--- src/common/io_map_pkg.sv ---
`default_nettype none

package io_map_pkg;

  localparam int IO_W        = 16;     // Processor I/O data width
  localparam int SLOT_W      = 2;      // Four hardware slots
  localparam int GPIO_W      = 8;
  localparam int GPIO_RD_WORDS = 7;    // Three ports of data and dir plus LEDs

  // One-hot I/O address bit positions
  localparam int IO_PMOD_DATA  = 0;
  localparam int IO_PMOD_DIR   = 1;
  localparam int IO_LEDS       = 2;
  localparam int IO_HDR1_DATA  = 4;
  localparam int IO_HDR1_DIR   = 5;
  localparam int IO_HDR2_DATA  = 6;
  localparam int IO_HDR2_DIR   = 7;
  localparam int IO_TASK1      = 8;    // Slots 2 and 3 follow at 9 and 10
  localparam int IO_TASK2      = 9;
  localparam int IO_TASK3      = 10;
  localparam int IO_TASK_FETCH = 14;   // Read fetches own token, write kills
  localparam int IO_SLOT_ID    = 15;

  typedef logic [IO_W-1:0]   io_word_t;
  typedef logic [IO_W-1:0]   io_sel_t;   // One bit per device
  typedef logic [SLOT_W-1:0] slot_t;
  typedef logic [GPIO_W-1:0] gpio_byte_t;

  typedef struct packed {
    logic     rd;
    logic     wr;
    io_sel_t  sel;                       // Zero on idle cycles
    io_word_t data;
    slot_t    slot;
  } io_req_t;

  typedef struct packed {
    gpio_byte_t out;
    gpio_byte_t oe;                      // 1 drives the pin
  } gpio_pins_t;

endpackage

`default_nettype wire

--- src/common/task_pkg.sv ---
`default_nettype none

package task_pkg;

  // Slot 0 runs the shell and never gets a token
  localparam int NUM_TASK_SLOTS = 3;

  localparam int XT_W = 16;

  // Valid tokens are even
  // Bit 0 set marks a run-once task
  typedef logic [XT_W-1:0] xt_t;

  // Bit n requests a kill of slot n
  typedef logic [NUM_TASK_SLOTS:0] kill_mask_t;

endpackage

`default_nettype wire

--- src/gpio/gpio_bank.sv ---
`timescale 1ns/1ps
`default_nettype none

module gpio_bank import io_map_pkg::*; (
  input  logic                            clk,
  input  logic                            resetq,
  input  io_req_t                         req,
  input  gpio_byte_t                      pmod_in,
  input  gpio_byte_t                      hdr1_in,
  input  gpio_byte_t                      hdr2_in,
  output gpio_pins_t                      pmod_pins,
  output gpio_pins_t                      hdr1_pins,
  output gpio_pins_t                      hdr2_pins,
  output gpio_byte_t                      leds,
  output gpio_byte_t [GPIO_RD_WORDS-1:0]  gpio_rd
);

  gpio_byte_t wr_byte;
  gpio_byte_t pmod_q;
  gpio_byte_t pmod_dir;                          // 1 is output
  gpio_byte_t hdr1_q;
  gpio_byte_t hdr1_dir;
  gpio_byte_t hdr2_q;
  gpio_byte_t hdr2_dir;

  assign wr_byte = req.data[GPIO_W-1:0];         // Ports take the low byte

  always_ff @(posedge clk) begin
    if (!resetq) begin
      pmod_q   <= '0;                            // All pins start as inputs
      pmod_dir <= '0;
      hdr1_q   <= '0;
      hdr1_dir <= '0;
      hdr2_q   <= '0;
      hdr2_dir <= '0;
      leds     <= '0;
    end else if (req.wr) begin
      if (req.sel[IO_PMOD_DATA]) pmod_q   <= wr_byte;
      if (req.sel[IO_PMOD_DIR])  pmod_dir <= wr_byte;
      if (req.sel[IO_LEDS])      leds     <= wr_byte;
      if (req.sel[IO_HDR1_DATA]) hdr1_q   <= wr_byte;
      if (req.sel[IO_HDR1_DIR])  hdr1_dir <= wr_byte;
      if (req.sel[IO_HDR2_DATA]) hdr2_q   <= wr_byte;
      if (req.sel[IO_HDR2_DIR])  hdr2_dir <= wr_byte;
    end
  end

  assign pmod_pins = '{out: pmod_q, oe: pmod_dir};
  assign hdr1_pins = '{out: hdr1_q, oe: hdr1_dir};
  assign hdr2_pins = '{out: hdr2_q, oe: hdr2_dir};

  // Data addresses read the pads and not the output register
  assign gpio_rd = {
    hdr2_dir,                                    // [6]
    hdr2_in,
    hdr1_dir,
    hdr1_in,                                     // [3]
    leds,
    pmod_dir,
    pmod_in                                      // [0]
  };

endmodule

`default_nettype wire

--- src/source/io_bus_stage.sv ---
`timescale 1ns/1ps
`default_nettype none

module io_bus_stage import io_map_pkg::*; (
  input  logic     clk,
  input  logic     resetq,
  input  logic     io_rd,
  input  logic     io_wr,
  input  io_sel_t  mem_addr,
  input  io_word_t dout,
  input  slot_t    io_slot,
  output io_req_t  req
);

  logic     rd_q;
  logic     wr_q;
  io_sel_t  sel_q;
  io_word_t data_q;
  slot_t    slot_q;

  always_ff @(posedge clk) begin
    if (!resetq) begin
      rd_q  <= 1'b0;
      wr_q  <= 1'b0;
      sel_q <= '0;
    end else begin
      rd_q  <= io_rd;
      wr_q  <= io_wr;
      sel_q <= (io_rd | io_wr) ? mem_addr : '0;  // No access selects nothing
    end
  end

  always_ff @(posedge clk) begin
    data_q <= dout;                             // Write payload
    slot_q <= io_slot;                          // Slot that issued it
  end

  assign req = '{rd: rd_q, wr: wr_q, sel: sel_q, data: data_q, slot: slot_q};

endmodule

`default_nettype wire

--- src/source/io_read_select.sv ---
`timescale 1ns/1ps
`default_nettype none

module io_read_select
  import io_map_pkg::*;
  import task_pkg::*;
(
  input  io_req_t                         req,
  input  gpio_byte_t [GPIO_RD_WORDS-1:0]  gpio_rd,
  input  xt_t [NUM_TASK_SLOTS-1:0]        task_words,
  input  xt_t                             fetch_word,
  output io_word_t                        io_din
);

  function automatic io_word_t gate_byte(input gpio_byte_t val, input logic en);
    gate_byte = en ? io_word_t'(val) : '0;       // Zero-extend
  endfunction

  io_word_t rd_or;

  always_comb begin
    rd_or = '0;
    rd_or |= gate_byte(gpio_rd[0], req.sel[IO_PMOD_DATA]);
    rd_or |= gate_byte(gpio_rd[1], req.sel[IO_PMOD_DIR]);
    rd_or |= gate_byte(gpio_rd[2], req.sel[IO_LEDS]);
    rd_or |= gate_byte(gpio_rd[3], req.sel[IO_HDR1_DATA]);
    rd_or |= gate_byte(gpio_rd[4], req.sel[IO_HDR1_DIR]);
    rd_or |= gate_byte(gpio_rd[5], req.sel[IO_HDR2_DATA]);
    rd_or |= gate_byte(gpio_rd[6], req.sel[IO_HDR2_DIR]);
    for (int i = 0; i < NUM_TASK_SLOTS; i++) begin
      if (req.sel[IO_TASK1 + i]) begin
        rd_or |= task_words[i];                  // Raw token with run-once flag
      end
    end
    if (req.sel[IO_TASK_FETCH]) begin
      rd_or |= fetch_word;
    end
    if (req.sel[IO_SLOT_ID]) begin
      rd_or |= io_word_t'(req.slot);
    end
  end

  assign io_din = req.rd ? rd_or : '0;           // Writes return nothing

endmodule

`default_nettype wire

--- src/source/io_subsys.sv ---
`timescale 1ns/1ps
`default_nettype none

module io_subsys
  import io_map_pkg::*;
  import task_pkg::*;
(
  input  logic       clk,
  input  logic       resetq,
  input  logic       io_rd,
  input  logic       io_wr,
  input  io_sel_t    mem_addr,
  input  io_word_t   dout,
  input  slot_t      io_slot,
  input  gpio_byte_t pmod_in,
  input  gpio_byte_t hdr1_in,
  input  gpio_byte_t hdr2_in,
  output io_word_t   io_din,
  output gpio_pins_t pmod_pins,
  output gpio_pins_t hdr1_pins,
  output gpio_pins_t hdr2_pins,
  output gpio_byte_t leds,
  output kill_mask_t kill_slot_rq
);

  io_req_t                        req;           // Registered request
  xt_t [NUM_TASK_SLOTS-1:0]       task_words;
  xt_t                            fetch_word;
  gpio_byte_t [GPIO_RD_WORDS-1:0] gpio_rd;

  io_bus_stage i_io_bus_stage (.clk, .resetq, .io_rd, .io_wr, .mem_addr, .dout,
                               .io_slot, .req);

  task_slot_table i_task_slot_table (.clk, .resetq, .req, .task_words, .fetch_word,
                                     .kill_slot_rq);

  gpio_bank i_gpio_bank (.clk, .resetq, .req, .pmod_in, .hdr1_in, .hdr2_in,
                         .pmod_pins, .hdr1_pins, .hdr2_pins, .leds, .gpio_rd);

  io_read_select i_io_read_select (.req, .gpio_rd, .task_words, .fetch_word,
                                   .io_din);

endmodule

`default_nettype wire

--- src/task_sched/task_slot_table.sv ---
`timescale 1ns/1ps
`default_nettype none

module task_slot_table
  import io_map_pkg::*;
  import task_pkg::*;
(
  input  logic                     clk,
  input  logic                     resetq,
  input  io_req_t                  req,
  output xt_t [NUM_TASK_SLOTS-1:0] task_words,   // Index 0 is slot 1
  output xt_t                      fetch_word,
  output kill_mask_t               kill_slot_rq
);

  logic fetch_rd;

  assign fetch_rd = req.rd & req.sel[IO_TASK_FETCH];

  always_ff @(posedge clk) begin
    if (!resetq) begin
      task_words   <= '0;                          // Stops every slot
      kill_slot_rq <= '0;
    end else if (req.wr) begin
      // Any slot may schedule any other
      for (int i = 0; i < NUM_TASK_SLOTS; i++) begin
        if (req.sel[IO_TASK1 + i]) begin
          task_words[i] <= req.data;
        end
      end
      // Every write refreshes the mask
      if (req.sel[IO_TASK_FETCH]) begin
        kill_slot_rq <= req.data[$bits(kill_mask_t)-1:0];
      end else begin
        kill_slot_rq <= '0;
      end
    end else if (fetch_rd) begin
      for (int i = 0; i < NUM_TASK_SLOTS; i++) begin
        // Run-once token dies after its own slot fetches it
        if (req.slot == slot_t'(i + 1) && task_words[i][0]) begin
          task_words[i] <= '0;
        end
      end
    end
  end

  always_comb begin
    fetch_word = '0;                               // Slot 0 always fetches zero
    for (int i = 0; i < NUM_TASK_SLOTS; i++) begin
      if (req.slot == slot_t'(i + 1)) begin
        fetch_word = {task_words[i][$bits(xt_t)-1:1], 1'b0};  // Hide run-once flag
      end
    end
  end

endmodule

`default_nettype wire
--- config.mk ---
export PLATFORM = sky130hd
export DESIGN_NAME = io_subsys
export DESIGN_NICKNAME = d
export VERILOG_FILES = /design/src/common/io_map_pkg.sv /design/src/common/task_pkg.sv /design/src/gpio/gpio_bank.sv /design/src/source/io_bus_stage.sv /design/src/source/io_read_select.sv /design/src/source/io_subsys.sv /design/src/task_sched/task_slot_table.sv
export SDC_FILE = /design/constraint.sdc
export NUM_CORES = 1
export LEC_CHECK = 0
export BUFFER_PORTS_ARGS = -buffer_cell sky130_fd_sc_hd__buf_2
export CELL_PAD_IN_SITES_DETAIL_PLACEMENT = 0
export CELL_PAD_IN_SITES_GLOBAL_PLACEMENT = 1
export CORE_MARGIN = 8
export CORE_UTILIZATION = 42
export DETAILED_ROUTE_END_ITERATION = 10
export PLACE_DENSITY = 0.77
export SYNTH_ARGS = -nofsm -noshare
export SYNTH_HDL_FRONTEND = slang
export SYNTH_HIERARCHICAL = 1
export SYNTH_SLANG_ARGS = --single-unit
--- constraint.sdc ---
create_clock -name clk -period 5 [get_ports clk]
set_clock_uncertainty 0.15 [all_clocks]
set_input_delay 0.75 -clock clk [delete_from_list [all_inputs] [get_ports clk]]
set_output_delay 0.75 -clock clk [all_outputs]
set_load 0.02 [all_outputs]
**Word level (Yosys, flattened, before mapping)**

Index checks and enable logic that the tools add are counted.

- Add/subtract/negate cells: 0
- $mul: 0
- Divide/modulo/power cells: 0
- $lt $le $gt $ge: 0
- Eq/ne operators: 6
- Shift operators: 0
- Multiplexer cells: 25
- Bitwise logic cells: 13
- Reduce and logical (&&, ||, !) cells: 18

Operators by type and width:

| kind | count |
|---|---|
| $mux W16 | 15 |
| $or A16 B16 Y16 | 10 |
| $mux W48 | 2 |
| $mux W8 | 7 |
| $or A16 B2 Y16 | 1 |
| $reduce_and A2 Y1 | 8 |
| $reduce_and A3 Y1 | 3 |
| $reduce_bool A2 Y1 | 4 |
| $ne A2 B2 Y1 const B | 3 |
| $eq A2 B2 Y1 const B | 2 |
| $mux W4 | 1 |
| $logic_and A1 B1 Y1 | 3 |
| $eq A2 B1 Y1 const B | 1 |
| $and A1 B1 Y1 | 1 |
| $or A1 B1 Y1 | 1 |

- Register bits after elaboration: 144
- Latch bits: 0
- Memory bits (writable): 0
- Memory bits (read-only): 0
- Input bits: 62
- Output and inout bits: 76
- Logic and storage cells: 78
- Memories kept: 0

**Logic depth before layout (Yosys ltp)**

- Depth in word-level cells: 18
- Gate-level depth with buffers: 9

**Cells and area by module**

The synthesis kept the hierarchy.

Modules (own cells, without submodules):

| module | instances | cells an instance | area each (µm²) | sequential area each (µm²) |
|---|---|---|---|---|
| gpio_bank | 1 | 247 | 2531.2 | 1121.1 |
| task_slot_table | 1 | 248 | 2357.3 | 1041.0 |
| io_bus_stage | 1 | 62 | 973.4 | 720.7 |
| io_read_select | 1 | 92 | 696.9 | 0.0 |

**Least setup slack after synthesis**

No wires, ideal clock.

- Kind: register to output
- Start: reg i_io_bus_stage.slot_q[0]
- End: out io_din[7]
- Arrival: 1.808 ns
- Path slack: 2.292 ns
- Cell stages (with the launch flop): 9
- Buffers on the path: 2
- Cells stage by stage: dfxtp_1 buf_6 buf_2 mux2_2 a22o_1 a22o_1 a221oi_2 and3_1 a21oi_1

- Word-level cells in the longest chain between the ends: 9
- Elaborated cells on any way between the ends: 11
- Those cells by class: eq/ne (3); mux (6); bitwise (2)

Ends and longest elaborated chain:

| item | RTL line | source |
|---|---|---|
| from (decl) | io_bus_stage.sv:19 | `slot_t slot_q;` |
| from (signal assigned) | io_bus_stage.sv:35 | `slot_q <= io_slot;` |
| $eq A2 B1 Y1 | task_slot_table.sv:50 | `if (req.slot == slot_t'(i + 1)) begin` |
| $mux W16 (2 in series) | task_slot_table.sv:50 |  |
| $mux W16 * | task_slot_table.sv:50 |  |
| via fetch_word[7] | io_subsys.sv:28 | `xt_t fetch_word;` |
| $or A16 B16 Y16 * | io_read_select.sv:36 | `rd_or \|= fetch_word;` |
| $mux W16 * | io_read_select.sv:35 | `if (req.sel[IO_TASK_FETCH]) begin` |
| $or A16 B2 Y16 | io_read_select.sv:39 | `rd_or \|= io_word_t'(req.slot);` |
| $mux W16 * | io_read_select.sv:38 | `if (req.sel[IO_SLOT_ID]) begin` |
| $mux W16 * | io_read_select.sv:43 | `assign io_din = req.rd ? rd_or : '0;` |
| to (decl) | io_subsys.sv:18 | `output io_word_t io_din,` |

Mark *: on every way through the listed nets, which the timed path passes. The rest lies on a longest branch.

**Worst setup path in the final report**

- Start: reg i_io_bus_stage.slot_q[0]
- End: out io_din[2]

Same word-level chain as after synthesis.

==> flow_summary.json <==
{
  "routedWlPerCell_um": 21.3,
  "grt_pass1_wl_mm": 29.7,
  "hold_path_depth": 1,
  "cts-root-buf": "clkbuf_16",
  "io_buffers": 133,
  "tns_ps": 0,
  "diodes": 0,
  "detail-route-antenna-nets": 0,
  "hpwl_mm": 12.8,
  "whs_ps": 281,
  "netlist_instances": 641,
  "start_util": 0.427,
  "hold_class": "in2reg",
  "cts_made_buffers": 17,
  "p_leak_nw": 3.35,
  "max_slew_margin": 0.221,
  "die-width_um": 140,
  "finalCriticalPeriod_ps": 3970,
  "avgSynthCellArea_um2": 10.0,
  "p_seq_frac": 0.471,
  "io_pins": 138,
  "reg2reg_depth": 3,
  "syn_area_um2": 6440,
  "routabilityCongestion": 0.816,
  "sw_frac_of_total": 0.246,
  "max-vdd-ir-drop_uv": 272,
  "rsz0062_at_grt": "no",
  "worstSkewPairLatency_ps": 410,
  "cts.repair.resized": 0,
  "crit_path_start_kind": "flip-flop",
  "power_density_nw_per_um2": 358,
  "grt_max_degree": 55,
  "cts_setup_buffers": 0,
  "slew_viol_final": 0,
  "area_delta_synth_final_pct": 10.1,
  "grt_overflow": 0,
  "grt_pass1_vias": 5410,
  "h-tree-depth": 4,
  "wl_mm": 18.7,
  "power.switching_mw": 0.625,
  "place_ws_ps": 1530,
  "cts_hold_repair.buffers": 0,
  "ys_warn_count": 6,
  "max_freq_mhz": 252,
  "worst_ep_required_time_ps": 4100,
  "clockPowerShare": 0.464,
  "clockBufferDepth": 2,
  "status": "complete, no violations",
  "drtIter0Drc": 455,
  "drc_errors": 0,
  "criticalPathCategory": "reg2out",
  "critPathCaptureType": "primary output",
  "finalNetCount": 743,
  "cts_tree": "yes",
  "setup_viol": 0,
  "setup_slack_ps": 1030,
  "fin_crit_sh": 0.794,
  "die_y_um": 140,
  "path_max_fanout": 19,
  "worst_ep_arrival_time_ps": 3070,
  "drive_above_1_share": 0.307,
  "fp.dieArea_um2": 19500,
  "clk_pin_slew_worst_paths_ps": 60,
  "vias_per_cell": 5.88,
  "vias": 5189,
  "synth_nets": 703,
  "antenna_found_initial": 0,
  "cts_sinks": 140,
  "num_rows": 45,
  "cap_violations": 0,
  "internal_power_mw": 1.91,
  "core_um2": 15100,
  "dr.pass1.iters": 6,
  "track_usage": 0.191,
  "worst_slew_pin_slew_ps": 1170,
  "combPwrFrac": 0.065,
  "hold_viol_final": 0,
  "fillers": 1428
}
placed cells by master (no fill, tap or decap), drive strengths merged, types with 5 or more instances in the layout:
cell type,count
dfxtp,140
a221oi,17
clkinv,6
o22ai,46
a22o,32
a222oi,6
buf,138
o211a,12
clkbuf,20
mux2,15
nand2,91
a31oi,7
a21oi,9
mux2i,56
nand3,52
a22oi,18
clkinvlp,5
critical path: stages, from the launching register on:
cell      delay [ps]
dfxtp_1         1030
nor2b_4          630
a22o_1           230
a22o_1           130
a221oi_1          50
a31oi_1          340
buf_2            230
routing by layer:
metal  track usage  share of wire
met5             0              0
met3        0.0554          0.087
met2         0.304           0.47
met1         0.244           0.43
met4        0.0651          0.015
stage by stage:
step                      total power, mW  cells  instance area, um2   util
after floorplan                      1.34    641                6440      -
after global placement               1.38    850                6540  0.433
after detailed placement             1.38    850                6540  0.433
after CTS                            2.56    882                7090  0.470
after global routing                 2.63    882                7090  0.470
final                                2.54    882                7090  0.470
worst paths after layout:
path                                       startpoint  slack (ps)                                            end
setup / recovery     i_io_bus_stage/slot_q[0]$_DFF_P_        1030                                      io_din[2]
hold reg to reg    i_gpio_bank/hdr2_q[6]$_SDFFE_PN0P_         310             i_gpio_bank/hdr2_q[6]$_SDFFE_PN0P_
hold / removal                                dout[9]         280               i_io_bus_stage/data_q[9]$_DFF_P_
setup reg to reg  i_io_bus_stage/sel_q[14]$_SDFF_PN0_        2350  i_task_slot_table/task_words[44]$_SDFFE_PN0P_
power groups by stage:
stage / combinational [mW] / sequential [mW] / clock (mW)
final: 0.166 / 1.19 / 1.18
after global routing: 0.180 / 1.20 / 1.25
after CTS: 0.166 / 1.19 / 1.20
after detailed placement: 0.165 / 1.22 / 0
after global placement: 0.162 / 1.22 / 0
after floorplan: 0.152 / 1.19 / 0
registers in the layout, indices dropped and copies added, names as in the netlist:
signal	cells
i_gpio_bank/pmod_dir	8
i_task_slot_table/kill_slot_rq	4
i_gpio_bank/hdr2_dir	8
i_gpio_bank/hdr1_dir	8
i_gpio_bank/pmod_q	8
i_io_bus_stage/wr_q	1
i_gpio_bank/hdr2_q	8
i_gpio_bank/leds	8
i_io_bus_stage/rd_q	1
i_io_bus_stage/data_q	16
i_task_slot_table/task_words	48
i_io_bus_stage/slot_q	2
i_gpio_bank/hdr1_q	8
i_io_bus_stage/sel_q	12
layout make-up:
type,count,area [um2],area share
clock buffers,20,457,0.0644
clock inverters,12,97.6,0.0138
inverters,1,3.75,0.000529
multi-input cells,383,2790,0.393
flip-flops and latches,140,2800,0.395
well taps,188,235,0.0332
repair buffers,138,706,0.0995
No activity file was read; power rests on OpenSTA's default activity.
